`src/logic/fifo_pkg.sv`:
```
`default_nettype none

package fifo_pkg;

  // ====================
  // FIFO dimensions
  // ====================

  // Number of request entries held in flip-flops
  localparam int FIFO_DEPTH = 7;

  // Pointer and address width covers depths up to 8
  localparam int ADDR_W = 3;

  // Occupancy counts must reach FIFO_DEPTH itself, so one bit more than the pointers
  localparam int COUNT_W = 4;

  // Width of one host request word
  localparam int DATA_W = 39;

  // Sized forms of the constants above for the pointer and count logic
  localparam logic [ADDR_W-1:0] LAST_ADDR = ADDR_W'(FIFO_DEPTH - 1);
  localparam logic [ADDR_W-1:0] ADDR_ONE = ADDR_W'(1);
  localparam logic [COUNT_W-1:0] DEPTH_COUNT = COUNT_W'(FIFO_DEPTH);
  localparam logic [COUNT_W-1:0] COUNT_ONE = COUNT_W'(1);

  // ====================
  // Operating mode
  // ====================

  // Encodings match the two-bit mode field of the host interface
  typedef enum logic [1:0] {
    MODE_FLAG_WITH_DATA   = 2'd0,
    MODE_DATA_BEFORE_FLAG = 2'd1,
    MODE_FLAG_BEFORE_DATA = 2'd2
  } fifo_mode_e;

endpackage

`default_nettype wire

```
`src/logic/fifo_flag_control.sv`:
```
`default_nettype none

module fifo_flag_control (
  input  wire                          write_clk,
  input  wire                          rst_n,
  input  fifo_pkg::fifo_mode_e         fifo_mode,
  input  wire                          write_submit,
  input  wire                          read_remove,
  output logic                         room_available,
  output logic                         data_available,
  output logic                         write_error,
  output logic                         read_error,
  output logic                         write_capture,
  output logic                         read_enable,
  output logic [fifo_pkg::ADDR_W-1:0]  write_address,
  output logic [fifo_pkg::ADDR_W-1:0]  read_address
);

  // Pointers into the storage array wrap at FIFO_DEPTH
  logic [fifo_pkg::ADDR_W-1:0]  write_ptr;
  logic [fifo_pkg::ADDR_W-1:0]  read_ptr;

  // Reserved count covers every accepted word not yet removed
  logic [fifo_pkg::COUNT_W-1:0] reserved_count;

  // Published count covers only words the reader is allowed to see
  logic [fifo_pkg::COUNT_W-1:0] published_count;

  // Holds a write for one edge before it is published
  logic                         pending_publish;

  logic                         delay_publish;
  logic                         write_accept;
  logic                         read_accept;
  logic                         publish_inc;

  // ====================
  // Flags and strobes
  // ====================

  // Only the data-before-flag mode holds back the published count
  assign delay_publish = (fifo_mode == fifo_pkg::MODE_DATA_BEFORE_FLAG);

  assign room_available = (reserved_count < fifo_pkg::DEPTH_COUNT);
  assign data_available = (published_count != '0);

  // The read side of the storage is live whenever something is published
  assign read_enable = data_available;

  // A submit or remove against a closed flag is dropped here
  assign write_accept = write_submit & room_available;
  assign read_accept = read_remove & data_available;

  // Storage only captures words that were actually accepted
  assign write_capture = write_accept;
  assign write_address = write_ptr;
  assign read_address = read_ptr;

  // Published increment comes either with the write or one edge after it
  assign publish_inc = delay_publish ? pending_publish : write_accept;

  // Error strobes are single-cycle pulses after the offending edge
  always_ff @(posedge write_clk or negedge rst_n)
  begin
    if (!rst_n)
    begin
      write_error <= 1'b0;
      read_error <= 1'b0;
    end
    else
    begin
      write_error <= write_submit & ~room_available;
      read_error <= read_remove & ~data_available;
    end
  end

  // ====================
  // Pointers
  // ====================

  always_ff @(posedge write_clk or negedge rst_n)
  begin
    if (!rst_n)
    begin
      write_ptr <= '0;
      read_ptr <= '0;
    end
    else
    begin
      if (write_accept)
      begin
        write_ptr <= (write_ptr == fifo_pkg::LAST_ADDR) ? '0 : write_ptr + fifo_pkg::ADDR_ONE;
      end
      if (read_accept)
      begin
        read_ptr <= (read_ptr == fifo_pkg::LAST_ADDR) ? '0 : read_ptr + fifo_pkg::ADDR_ONE;
      end
    end
  end

  // ====================
  // Occupancy counts
  // ====================

  always_ff @(posedge write_clk or negedge rst_n)
  begin
    if (!rst_n)
    begin
      reserved_count <= '0;
      published_count <= '0;
      pending_publish <= 1'b0;
    end
    else
    begin
      // Outside the delayed mode this stays clear
      pending_publish <= write_accept & delay_publish;

      // Simultaneous submit and remove leave the reserved count alone
      if (write_accept && !read_accept)
      begin
        reserved_count <= reserved_count + fifo_pkg::COUNT_ONE;
      end
      else if (!write_accept && read_accept)
      begin
        reserved_count <= reserved_count - fifo_pkg::COUNT_ONE;
      end

      // A remove never outruns publication since it needs data_available
      if (publish_inc && !read_accept)
      begin
        published_count <= published_count + fifo_pkg::COUNT_ONE;
      end
      else if (!publish_inc && read_accept)
      begin
        published_count <= published_count - fifo_pkg::COUNT_ONE;
      end
    end
  end

endmodule

`default_nettype wire

```
`src/logic/fifo_storage.sv`:
```
`default_nettype none

module fifo_storage (
  input  wire                          write_clk,
  input  wire                          write_capture,
  input  wire  [fifo_pkg::ADDR_W-1:0]  write_address,
  input  wire  [fifo_pkg::DATA_W-1:0]  write_data,
  input  wire  [fifo_pkg::ADDR_W-1:0]  read_address,
  output logic [fifo_pkg::DATA_W-1:0]  head_data
);

  // One flip-flop word per FIFO entry
  logic [fifo_pkg::DATA_W-1:0] storage [fifo_pkg::FIFO_DEPTH];

  // ====================
  // Write side
  // ====================

  // Each entry has its own enable decoded from the write address
  // The control block only raises write_capture for accepted words
  for (genvar i = 0; i < fifo_pkg::FIFO_DEPTH; i++)
  begin : g_entry
    logic entry_write;

    assign entry_write = write_capture && (int'(write_address) == i);

    always_ff @(posedge write_clk)
    begin
      if (entry_write)
      begin
        storage[i] <= write_data;
      end
    end
  end

  // ====================
  // Read side
  // ====================

  // Plain multiplexer on the read pointer with no read clock involved
  // Addresses beyond the last entry never occur and return zero
  always_comb
  begin
    head_data = '0;
    for (int j = 0; j < fifo_pkg::FIFO_DEPTH; j++)
    begin
      if (int'(read_address) == j)
      begin
        head_data = storage[j];
      end
    end
  end

endmodule

`default_nettype wire

```
`src/logic/read_data_stage.sv`:
```
`default_nettype none

module read_data_stage (
  input  wire                          write_clk,
  input  wire                          rst_n,
  input  fifo_pkg::fifo_mode_e         fifo_mode,
  input  wire                          read_enable,
  input  wire  [fifo_pkg::DATA_W-1:0]  head_data,
  output logic [fifo_pkg::DATA_W-1:0]  read_data
);

  // Registered copy of the head entry for the flag-before-data mode
  logic [fifo_pkg::DATA_W-1:0] data_reg;
  logic                        flag_before_data;

  assign flag_before_data = (fifo_mode == fifo_pkg::MODE_FLAG_BEFORE_DATA);

  // The register follows the head one clock behind while data is published
  // so the reader has to wait one clock after the flag and after each remove
  always_ff @(posedge write_clk or negedge rst_n)
  begin
    if (!rst_n)
    begin
      data_reg <= '0;
    end
    else if (flag_before_data && read_enable)
    begin
      data_reg <= head_data;
    end
  end

  // Other modes see the storage multiplexer directly
  assign read_data = flag_before_data ? data_reg : head_data;

endmodule

`default_nettype wire

```
`src/logic/host_request_fifo.sv`:
```
`default_nettype none

module host_request_fifo (
  input  wire                          write_clk,
  input  wire                          rst_n,
  input  fifo_pkg::fifo_mode_e         fifo_mode,
  input  wire                          write_submit,
  input  wire  [fifo_pkg::DATA_W-1:0]  write_data,
  input  wire                          read_remove,
  output logic                         room_available,
  output logic                         data_available,
  output logic [fifo_pkg::DATA_W-1:0]  read_data,
  output logic                         write_error,
  output logic                         read_error
);

  // ====================
  // Internal wiring
  // ====================

  // Storage write strobe and addresses come from the flag logic
  logic                          write_capture;
  logic                          read_enable;
  logic [fifo_pkg::ADDR_W-1:0]   write_address;
  logic [fifo_pkg::ADDR_W-1:0]   read_address;

  // Word at the current read pointer
  logic [fifo_pkg::DATA_W-1:0]   head_data;

  // Pointers, counts, flags and error strobes
  fifo_flag_control u_flag_control (
    .write_clk      (write_clk),
    .rst_n          (rst_n),
    .fifo_mode      (fifo_mode),
    .write_submit   (write_submit),
    .read_remove    (read_remove),
    .room_available (room_available),
    .data_available (data_available),
    .write_error    (write_error),
    .read_error     (read_error),
    .write_capture  (write_capture),
    .read_enable    (read_enable),
    .write_address  (write_address),
    .read_address   (read_address)
  );

  // Flip-flop array holding the queued requests
  fifo_storage u_storage (
    .write_clk     (write_clk),
    .write_capture (write_capture),
    .write_address (write_address),
    .write_data    (write_data),
    .read_address  (read_address),
    .head_data     (head_data)
  );

  // Mode dependent output path
  read_data_stage u_read_stage (
    .write_clk   (write_clk),
    .rst_n       (rst_n),
    .fifo_mode   (fifo_mode),
    .read_enable (read_enable),
    .head_data   (head_data),
    .read_data   (read_data)
  );

endmodule

`default_nettype wire

```
`config.mk`:
```
export PLATFORM = sky130hd
export DESIGN_NAME = host_request_fifo
export DESIGN_NICKNAME = d
export VERILOG_FILES = /design/src/logic/fifo_pkg.sv /design/src/logic/fifo_flag_control.sv /design/src/logic/fifo_storage.sv /design/src/logic/read_data_stage.sv /design/src/logic/host_request_fifo.sv
export SDC_FILE = /design/constraint.sdc
export NUM_CORES = 1
export LEC_CHECK = 0
export BUFFER_PORTS_ARGS = -buffer_cell sky130_fd_sc_hd__buf_2
export CAP_MARGIN = 0
export CORE_ASPECT_RATIO = 0.6
export CORE_MARGIN = 2
export CORE_UTILIZATION = 55
export DETAILED_ROUTE_END_ITERATION = 6
export PLACE_DENSITY = 0.73
export SYNTH_ARGS = -nofsm -noshare
export SYNTH_HDL_FRONTEND = slang
export SYNTH_SLANG_ARGS = --single-unit
```
`constraint.sdc`:
```
create_clock -name write_clk -period 9.8 [get_ports write_clk]
set_input_delay 0.98 -clock write_clk [delete_from_list [all_inputs] [get_ports write_clk]]
set_output_delay 0.98 -clock write_clk [all_outputs]
set_load 0.01 [all_outputs]
```
### Word level (Yosys, flattened, before mapping)

Memories as Yosys holds them, arrays and structs flattened.
Cells that the tools add are included.

* flip-flop bits (word level): 56
* memory bits (writable): 273
* input bits: 45
* output and inout bits: 43
* word-level logic and storage cells: 112
* memories kept: 1

Memory list
* u_storage.storage: words 7, bits a word 39, read ports 7, clocked after Yosys merged registers in 0, write ports 1, RTL line fifo_storage.sv:13 `logic [fifo_pkg::DATA_W-1:0] storage [fifo_pkg::FIFO_DEPTH];`

* add/sub/neg operators: 6
* $lt $le $gt $ge: 1
* equal/unequal tests: 16
* muxes and demuxes: 47
* bitwise gates (word level): 7
* reductions and logical operators: 26

Operator list (count)
* $mux 39: 14
* $reduce_or 39->1: 6
* $eq 3x3->1 const B: 10
* $mux 3: 8
* $mux 1: 21
* $mux 4: 4
* $eq 3x2->1 const B: 4
* $logic_and 1x1->1: 12
* $add 4x1->4 const B: 2
* $sub 4x1->4 const B: 2
* $add 3x1->3 const B: 2
* $logic_not 3->1: 2
* $and 1x1->1: 5
* $lt 4x3->1 const B: 1
* $reduce_bool 2->1: 2
* $reduce_bool 4->1: 1
* $logic_not 1->1: 3
* $eq 2x1->1 const B: 1
* $eq 2x2->1 const B: 1
* $not 1->1: 2

### Longest topological paths before layout

Gate-level depths: netlist of run 1.

* depth in word-level cells: 12
* depth in mapped cells: 12
* gate-level depth less buffers: 11

### Cells and area by module

Synthesis of run 1 repeated with hierarchy kept, for this count alone.

* cell total of the unflattened synthesis: 780
* area, all modules: 13686.9 sq um

By module, submodules not included
* fifo_storage: instances 1, cells each 557, area each 10655.2 sq um, seq. area each 8197.9 sq um
* read_data_stage: instances 1, cells each 127, area each 2033.2 sq um, seq. area each 975.9 sq um
* fifo_flag_control: instances 1, cells each 96, area each 998.5 sq um, seq. area each 425.4 sq um

### Worst setup path before layout of run 1

No wires, ideal clock.

* kind: input port to flip-flop
* start point: input port write_submit
* end point: memory u_storage.storage[0][0] (netlist bit) (enable)
* setup time: 533 ps
* arrival: 4924 ps
* slack: 4343 ps
* stages on the path: 2
* buffers on the path: 0
* path through: nand3b_1 -> nor4_1

* elaborated cells on any way between the ends: 40
* classes of those cells: 26 x mux; 1 x bitwise; 13 x reduce/logical

RTL lines
* start: declaration: RTL line host_request_fifo.sv:7 `input wire write_submit,`
* $and 1x1->1: RTL line fifo_flag_control.sv:51 `assign write_accept = write_submit & room_available;`
* $logic_and 1x1->1: RTL line fifo_storage.sv:25 `assign entry_write = write_capture && (int'(write_address) == i);`
* net u_storage.g_entry[0].entry_write: RTL line fifo_storage.sv:23 `logic entry_write;`
* $mux 1: RTL line fifo_storage.sv:29 `if (entry_write)`
* $mux 1 (not written as such): RTL line fifo_storage.sv:31 `storage[i] <= write_data;`
* $mux 1 (no source line) (6 in a row)
* end: declaration: RTL line fifo_storage.sv:13

The timed path passes the listed nets, and every way through them passes these cells.

### Final worst setup path of run 1

* start point: register u_flag_control.read_ptr, in the netlist u_flag_control.read_address[1]
* end point: output port read_data[24] (netlist bit)

* longest elaborated chain between the ends: 9
* elaborated cells on any way between the ends: 15
* classes of those cells: 6 x eq/ne; 8 x mux; 1 x reduce/logical

Ends and longest elaborated chain
* start: declaration: RTL line fifo_flag_control.sv:21 `logic [fifo_pkg::ADDR_W-1:0] read_ptr;`
* start signal: assignment: RTL line fifo_flag_control.sv:96 `read_ptr <= (read_ptr == fifo_pkg::LAST_ADDR) ? '0 : read_ptr + fifo_pkg::ADDR_ONE;`
* $logic_not 3->1: RTL line fifo_storage.sv:47 `if (int'(read_address) == j)`
* $mux 39 (6 in a row): RTL line fifo_storage.sv:47
* $mux 39 *: RTL line fifo_storage.sv:47
* $mux 39 *: RTL line read_data_stage.sv:33 `assign read_data = flag_before_data ? data_reg : head_data;`
* end: declaration: RTL line host_request_fifo.sv:12 `output logic [fifo_pkg::DATA_W-1:0] read_data,`

Every way passes the cells marked *; elsewhere a longest branch is shown, timed or not.

==> metrics.yaml, run 1 <==
outcome:
  outcome: "finished with violations"
  violated_checks: "DRC"
logic_synthesis:
  main_combinational_cell_family_by_area_after_synthesis: "compound AO/OA/AOI/OAI gates"
  postSynth.topFlopCell: "sky130_fd_sc_hd__edfxtp_1"
  ys_types: 39
  synth-simple-area-share: 0.0923
  synth.area.mux_share: 0.0320
  synth-compound-area-share: 0.140
  yosysWarnings: 0
  synthXorXnorAreaFrac: 0.00246
  cell_types_occupying_the_most_area_after_synthesis: "sky130_fd_sc_hd__edfxtp_1, sky130_fd_sc_hd__dfrtp_1, sky130_fd_sc_hd__nand2_1"
  netlist_area_sq_mm: 0.0142
  synthAdderAreaFrac: 0.00985
  count_of_state_elements_after_synthesis: 329
  synth_enable_flop_cells: 273
  asr_flop_ratio_synth: 0.170
  syn-num-nets: 1166
  cell_taking_the_most_area_after_synthesis: "sky130_fd_sc_hd__edfxtp_1"
  avgSynthCellArea_sq_um: 12.8
  share_of_yosys_cell_area_claimed_by_the_top_area_cell_type: 0.576
  synth_seq_area_share: 0.675
  netlist_instances: 1111
pwr:
  cellPowerDensity_mw_per_mm2: 297
  leakagePower_nw: 5.97
  vdd_drop_max_mv: 0.188
finish:
  regArea_sq_mm: 0.00961
  fin_nets: 1222
  layout-drive-gt1-share: 0.143
  final_cell_mix: "sky130_fd_sc_hd__edfxtp_1, sky130_fd_sc_hd__nand2_1, sky130_fd_sc_hd__buf_2, sky130_fd_sc_hd__o21ai_1, sky130_fd_sc_hd__inv_1"
  flip_flop_count_of_the_largest_register_all_copies_and_words_added: 273
  final_util: 0.622
  area_occupied_by_multi_input_gates_sq_mm: 0.00400
  final_cell_area_sq_mm: 0.0158
  synthToLayoutAreaGrowth_pct: 10.7
  mostFrequentLayoutCell: "sky130_fd_sc_hd__edfxtp_1"
  num-fill-cells: 1901
clock_network:
  clk_transition_reported_paths_ps: 60
  clock_tree.root_cell: "sky130_fd_sc_hd__clkbuf_16"
  cts_tree: "built"
  postCtsSetupRepairBufs: 0
  cts_inserted_buffers: 29
  cts_sink_count: 329
  insertion_delay_ps: 550
  cts_max_level: 1
  ctsHoldBuffers: 0
  cts-root-to-sink-buffers: 3
  cts_repair_resize_count: 0
timing:
  setup_tns_ps: 0
  finalWorstPathRequiredPeriod_ps: 5000
  worst_hold_slack_ps: 486
  finalSetupViolations: 0
  achievable_frequency_mhz: 200
  report.final.hold_viol_count: 0
  max_slew.worst_pin.slew_ps: 1080
  unrepaired_setup_endpoints_after_global_routing: "false"
  post-route-period-util: 0.510
  max_transition_margin: 0.278
  post_route_skew_ps: 10.8
  slew_viol_final: 0
floorplan:
  die_area_sq_mm: 0.0272
  placement_rows: 45
  design.core.area_sq_mm: 0.0253
  start_util: 0.561
  die_x_um: 212
  ioPinCount: 88
  die_y_um: 129
global_route:
  grt_max_degree: 104
  first_global_vias: 8875
  global_route.overflow_total: 0
  grt_use_total: 0.248
  grt_pass1_wl_mm: 51.5
  antenna_found_initial: 1
job:
  max_cap_violations: 0
detailed_routing:
  postRouteAntennaNets: 0
  avgViaCountPerCell: 6.08
  remaining_drc_errors: 1
  avgRoutedWirePerCell_um: 21.9
  dr_total_vias: 9241
  detailedRoute.firstPassIterationCount: 7
  drt_iter0_drc: 1335
  wirelength_mm: 33.3
hold_path:
  worst_hold_path_type: "reg -> reg"
critical_path:
  timing.critical_path.to_type: "primary output"
  critPathArrivalTime_ps: 4020
  timing_worst_setup_path_type: "reg -> out"
  startpoint_class_of_the_critical_path: "flop"
  worst_ep_required_time_ps: 8820
  cp_max_fo: 103
placement:
  dpl.hpwl_mm: 17.4
  postPlaceCellArea_sq_mm: 0.0148
  io_buffers: 87
  place_congestion: 0.750
-- power by group --
group          switching (W)  internal, W
registers           0.000156      0.00176
logic                0.00104     0.000625
clock network       0.000496     0.000601
total                0.00169      0.00298
-- worst max-delay path, stage by stage, from the launching register on --
cell                       delay (ps)
sky130_fd_sc_hd__dfrtp_4          430
sky130_fd_sc_hd__buf_4            800
sky130_fd_sc_hd__buf_4            920
sky130_fd_sc_hd__nor2b_1          100
sky130_fd_sc_hd__a211o_1          310
sky130_fd_sc_hd__a222oi_1         460
sky130_fd_sc_hd__o21ai_1          180
sky130_fd_sc_hd__buf_2            170
-- synth_stat cells, types with 6 or more instances --
| cell type | instances |
|---|---|
| sky130_fd_sc_hd__a211o_1 | 39 |
| sky130_fd_sc_hd__a21oi_1 | 42 |
| sky130_fd_sc_hd__a222oi_1 | 38 |
| sky130_fd_sc_hd__a32oi_1 | 38 |
| sky130_fd_sc_hd__buf_2 | 16 |
| sky130_fd_sc_hd__buf_6 | 15 |
| sky130_fd_sc_hd__clkbuf_1 | 45 |
| sky130_fd_sc_hd__dfrtp_1 | 56 |
| sky130_fd_sc_hd__edfxtp_1 | 273 |
| sky130_fd_sc_hd__ha_1 | 8 |
| sky130_fd_sc_hd__inv_1 | 67 |
| sky130_fd_sc_hd__mux2i_1 | 41 |
| sky130_fd_sc_hd__nand2_1 | 165 |
| sky130_fd_sc_hd__nand2b_1 | 40 |
| sky130_fd_sc_hd__nor2_1 | 11 |
| sky130_fd_sc_hd__nor2b_1 | 42 |
| sky130_fd_sc_hd__nor3_1 | 6 |
| sky130_fd_sc_hd__o21ai_0 | 46 |
| sky130_fd_sc_hd__o21ai_1 | 78 |
-- metal layers --
| layer | global-route usage | up-vias | routed length [um] |
|---|---|---|---|
| li1 | - | 4243 | - |
| met1 | 0.374 | 4534 | 15300 |
| met2 | 0.380 | 418 | 14600 |
| met3 | 0.0483 | 46 | 2840 |
| met4 | 0.0510 | 0 | 533 |
| met5 | 0 | - | 0 |
-- worst paths after layout --
path	endpoint	slack (ps)	from	cells past startpoint
worst max register to register	u_flag_control.reserved_count[3]	6310	u_flag_control.published_count[0]	9
worst min register to register	u_read_stage.data_reg[15]	490	u_read_stage.data_reg[15]	2
worst min-delay path	u_read_stage.data_reg[15]	490	u_read_stage.data_reg[15]	2
max in group asynchronous	u_flag_control.read_address[0]	8500	rst_n	2
min in group asynchronous	u_read_stage.data_reg[25]	630	rst_n	2
worst max-delay path	read_data[24]	4800	u_flag_control.read_address[1]	7
-- layout make-up --
cell class | instances | area share
antenna | 2 | 0.000318
clock buffer | 38 | 0.0508
clock inverter | 15 | 0.00651
inverter | 67 | 0.0160
multi-input combinational | 634 | 0.254
sequential | 329 | 0.610
tap | 329 | 0.0261
timing repair buffer | 106 | 0.0367
-- metrics by stage --
stage	std cells	worst slack, ps	power (W)
2_1_floorplan	1111	4340	0.00311
6_report	1520	4800	0.00467
3_5_place_dp	1465	5420	0.00358
4_1_cts	1518	4840	0.00468
3_3_place_gp	1465	5520	0.00354
5_1_grt	1518	4540	0.00493
-- cell families (layout without fill, tap and decap cells) --
kind of cell / count (synthesis) / count (layout)
DFF: 329 / 329
xor gates and xnor gates: 4 / 4
buffers and inverters: 148 / 226
adders and majority gates: 10 / 10
other: 0 / 2
and+or+nand+nor: 281 / 281
muxes: 45 / 45
AOI/OAI and AO/OA: 294 / 294
Note: power is estimated with default switching activity, not from simulation.
==> inputs of run 2 (changes only) <==
==> constraint.sdc (replaced) <==
create_clock -name write_clk -period 4.85 [get_ports write_clk]
set_input_delay 0.485 -clock write_clk [delete_from_list [all_inputs] [get_ports write_clk]]
set_output_delay 0.485 -clock write_clk [all_outputs]
set_load 0.01 [all_outputs]
==> run 2 against run 1 <==
Non-clock buffer count grew 2. Highest routed layer is now met5. Flip-flop and latch count did not move. The run still ends with DRC left. First-iteration DRC count down 23%.
==> metrics.yaml, run 2 (same netlist as run 1, synthesis figures left out) <==
timing:
  slew_viol_final: 0  # unchanged
  worst_hold_slack_ps: 126  # was 486 ps
  unrepaired_setup_endpoints_after_global_routing: "false"  # unchanged
  final_critical_path_setup_slack_ps: 841  # was 4800 ps
  finalSetupViolations: 0  # unchanged
  post_route_skew_ps: 9.46  # was 10.8 ps
  post-route-period-util: 0.827
  max_transition_margin: 0.302  # was 0.278
  max_slew.worst_pin.slew_ps: 1050  # was 1080 ps
  achievable_frequency_mhz: 249
  finalWorstPathRequiredPeriod_ps: 4010
  report.final.hold_viol_count: 0  # unchanged
floorplan:
  die_y_um: 129  # unchanged
  design.core.area_sq_mm: 0.0253  # unchanged
  die_area_sq_mm: 0.0272  # unchanged
  start_util: 0.561  # unchanged
  placement_rows: 45  # unchanged
  die_x_um: 212  # unchanged
  ioPinCount: 88  # unchanged
placement:
  place_congestion: 0.780  # was 0.750
  io_buffers: 87  # unchanged
  postPlaceCellArea_sq_mm: 0.0149  # was 0.0148 sq mm
  pre_cts_ws_ps: 1460  # was 5420 ps
  dpl.hpwl_mm: 18.0  # was 17.4 mm
critical_path:
  startpoint: "u_flag_control.read_address[0]"  # was u_flag_control.read_address[1]
  critPathArrivalTime_ps: 3520  # was 4020 ps
  ff2ff_path_depth: 9  # unchanged
  reg2reg_to: "u_flag_control.published_count[3]"  # was u_flag_control.reserved_count[3]
  regToRegSetupSlack_ps: 1530  # was 6310 ps
  cp_max_fo: 56  # was 103
  timing.critical_path.to_type: "primary output"  # unchanged
  worst_ep_required_time_ps: 4370  # was 8820 ps
  timing_worst_setup_path_type: "reg -> out"  # unchanged
  crit-reg2reg-launch: "u_flag_control.published_count[0]"  # unchanged
  crit_path_end: "read_data[31]"  # was read_data[24]
  startpoint_class_of_the_critical_path: "flop"  # unchanged
clock_network:
  clock_tree.root_cell: "sky130_fd_sc_hd__clkbuf_16"  # unchanged
  cts_repair_resize_count: 0  # unchanged
  cts-root-to-sink-buffers: 3  # unchanged
  cts_tree: "built"  # unchanged
  ctsHoldBuffers: 0  # unchanged
  clk_transition_reported_paths_ps: 70  # was 60 ps
  cts_sink_count: 329  # unchanged
  insertion_delay_ps: 560  # was 550 ps
  cts_inserted_buffers: 29  # unchanged
  postCtsSetupRepairBufs: 0  # unchanged
  cts_max_level: 1  # unchanged
global_route:
  grt_max_degree: 71  # was 104
  antenna_found_initial: 4  # was 1
  grt_pass1_wl_mm: 51.6  # was 51.5 mm
  global_route.overflow_total: 0  # unchanged
  first_global_vias: 8743  # was 8875
  grt_use_total: 0.250  # was 0.248
detailed_routing:
  dr_total_vias: 9192  # was 9241
  wirelength_mm: 33.4  # was 33.3 mm
  detailedRoute.firstPassIterationCount: 7  # unchanged
  drt_iter0_drc: 1028  # was 1335
  avgRoutedWirePerCell_um: 21.9  # about the same
  postRouteAntennaNets: 0  # unchanged
  avgViaCountPerCell: 6.04  # was 6.08
  remaining_drc_errors: 7  # was 1
outcome:
  violated_checks: "DRC"  # unchanged
  outcome: "finished with violations"  # unchanged
job:
  max_cap_violations: 0  # unchanged
finish:
  synthToLayoutAreaGrowth_pct: 10.8  # was 10.7%
  mostFrequentLayoutCell: "sky130_fd_sc_hd__edfxtp_1"  # unchanged
  layout-drive-gt1-share: 0.140  # was 0.143
  final_cell_area_sq_mm: 0.0158  # about the same
  fin_nets: 1224  # was 1222
  num-fill-cells: 1906  # was 1901
  flip_flop_count_of_the_largest_register_all_copies_and_words_added: 273  # unchanged
  final_cell_mix: "sky130_fd_sc_hd__edfxtp_1, sky130_fd_sc_hd__nand2_1, sky130_fd_sc_hd__buf_2, sky130_fd_sc_hd__o21ai_1, sky130_fd_sc_hd__inv_1"  # unchanged
pwr:
  vdd_drop_max_mv: 0.369  # was 0.188 mV
  leakagePower_nw: 5.98  # was 5.97 nW
  cellPowerDensity_mw_per_mm2: 599  # was 297 mW/mm^2
hold_path:
  worst_hold_path_type: "in -> async"  # was reg -> reg
## run 2: how the worst min path moves through the flow
stage / from / end / slack, ps / cells after the start
after CTS: write_submit / u_flag_control.write_error / 140 / 3
final: rst_n / u_read_stage.data_reg[2] / 130 / 2
after global routing: write_submit / u_flag_control.write_error / 170 / 3
after detailed placement: u_read_stage.data_reg[3] / u_read_stage.data_reg[3] / 480 / 2
after global placement: u_read_stage.data_reg[32] / u_read_stage.data_reg[32] / 470 / 2
after floorplan: rst_n / u_flag_control.pending_publish / 190 / 0
## run 2: per-layer routing
metal  wire [um]  track usage
met4         431       0.0423
met2       15300        0.397
met3        2680       0.0495
met5          38      0.00172
met1       14900        0.367
## run 2: critical path, stage by stage (launching register included)
cell and delay, ps:
sky130_fd_sc_hd__dfrtp_4 840, sky130_fd_sc_hd__and2_1 230, sky130_fd_sc_hd__ha_2 170, sky130_fd_sc_hd__or2_2 800, sky130_fd_sc_hd__a21oi_1 110, sky130_fd_sc_hd__a222oi_1 440, sky130_fd_sc_hd__o21ai_1 190, sky130_fd_sc_hd__buf_2 170
## run 2: power by group
part / total (W) / internal, W / switching (W)
clock: 0.00220 / 0.00121 / 0.000992
sequential: 0.00389 / 0.00355 / 0.000340
combinational: 0.00336 / 0.00127 / 0.00209
## run 2: final cells by class
| class | instances | area (sq um) | share of cell area |
|---|---|---|---|
| Inverter | 67 | 251 | 0.0160 |
| Multi-Input combinational cell | 634 | 4000 | 0.254 |
| Sequential cell | 329 | 9610 | 0.609 |
| Antenna cell | 1 | 2.50 | 0.000159 |
| Clock inverter | 13 | 81.3 | 0.00516 |
| Timing Repair Buffer | 108 | 606 | 0.0384 |
| Tap cell | 329 | 412 | 0.0261 |
| Clock buffer | 40 | 807 | 0.0512 |
## run 2: metrics by stage
step | std cells | util | total power [W] | setup TNS (ps)
floorplan | 1111 | - | 0.00628 | -10980
global placement | 1467 | 0.587 | 0.00719 | 0
detailed placement | 1467 | 0.587 | 0.00727 | 0
CTS | 1520 | 0.622 | 0.00946 | 0
global route | 1520 | 0.622 | 0.00996 | 0
finish | 1521 | 0.622 | 0.00944 | 0
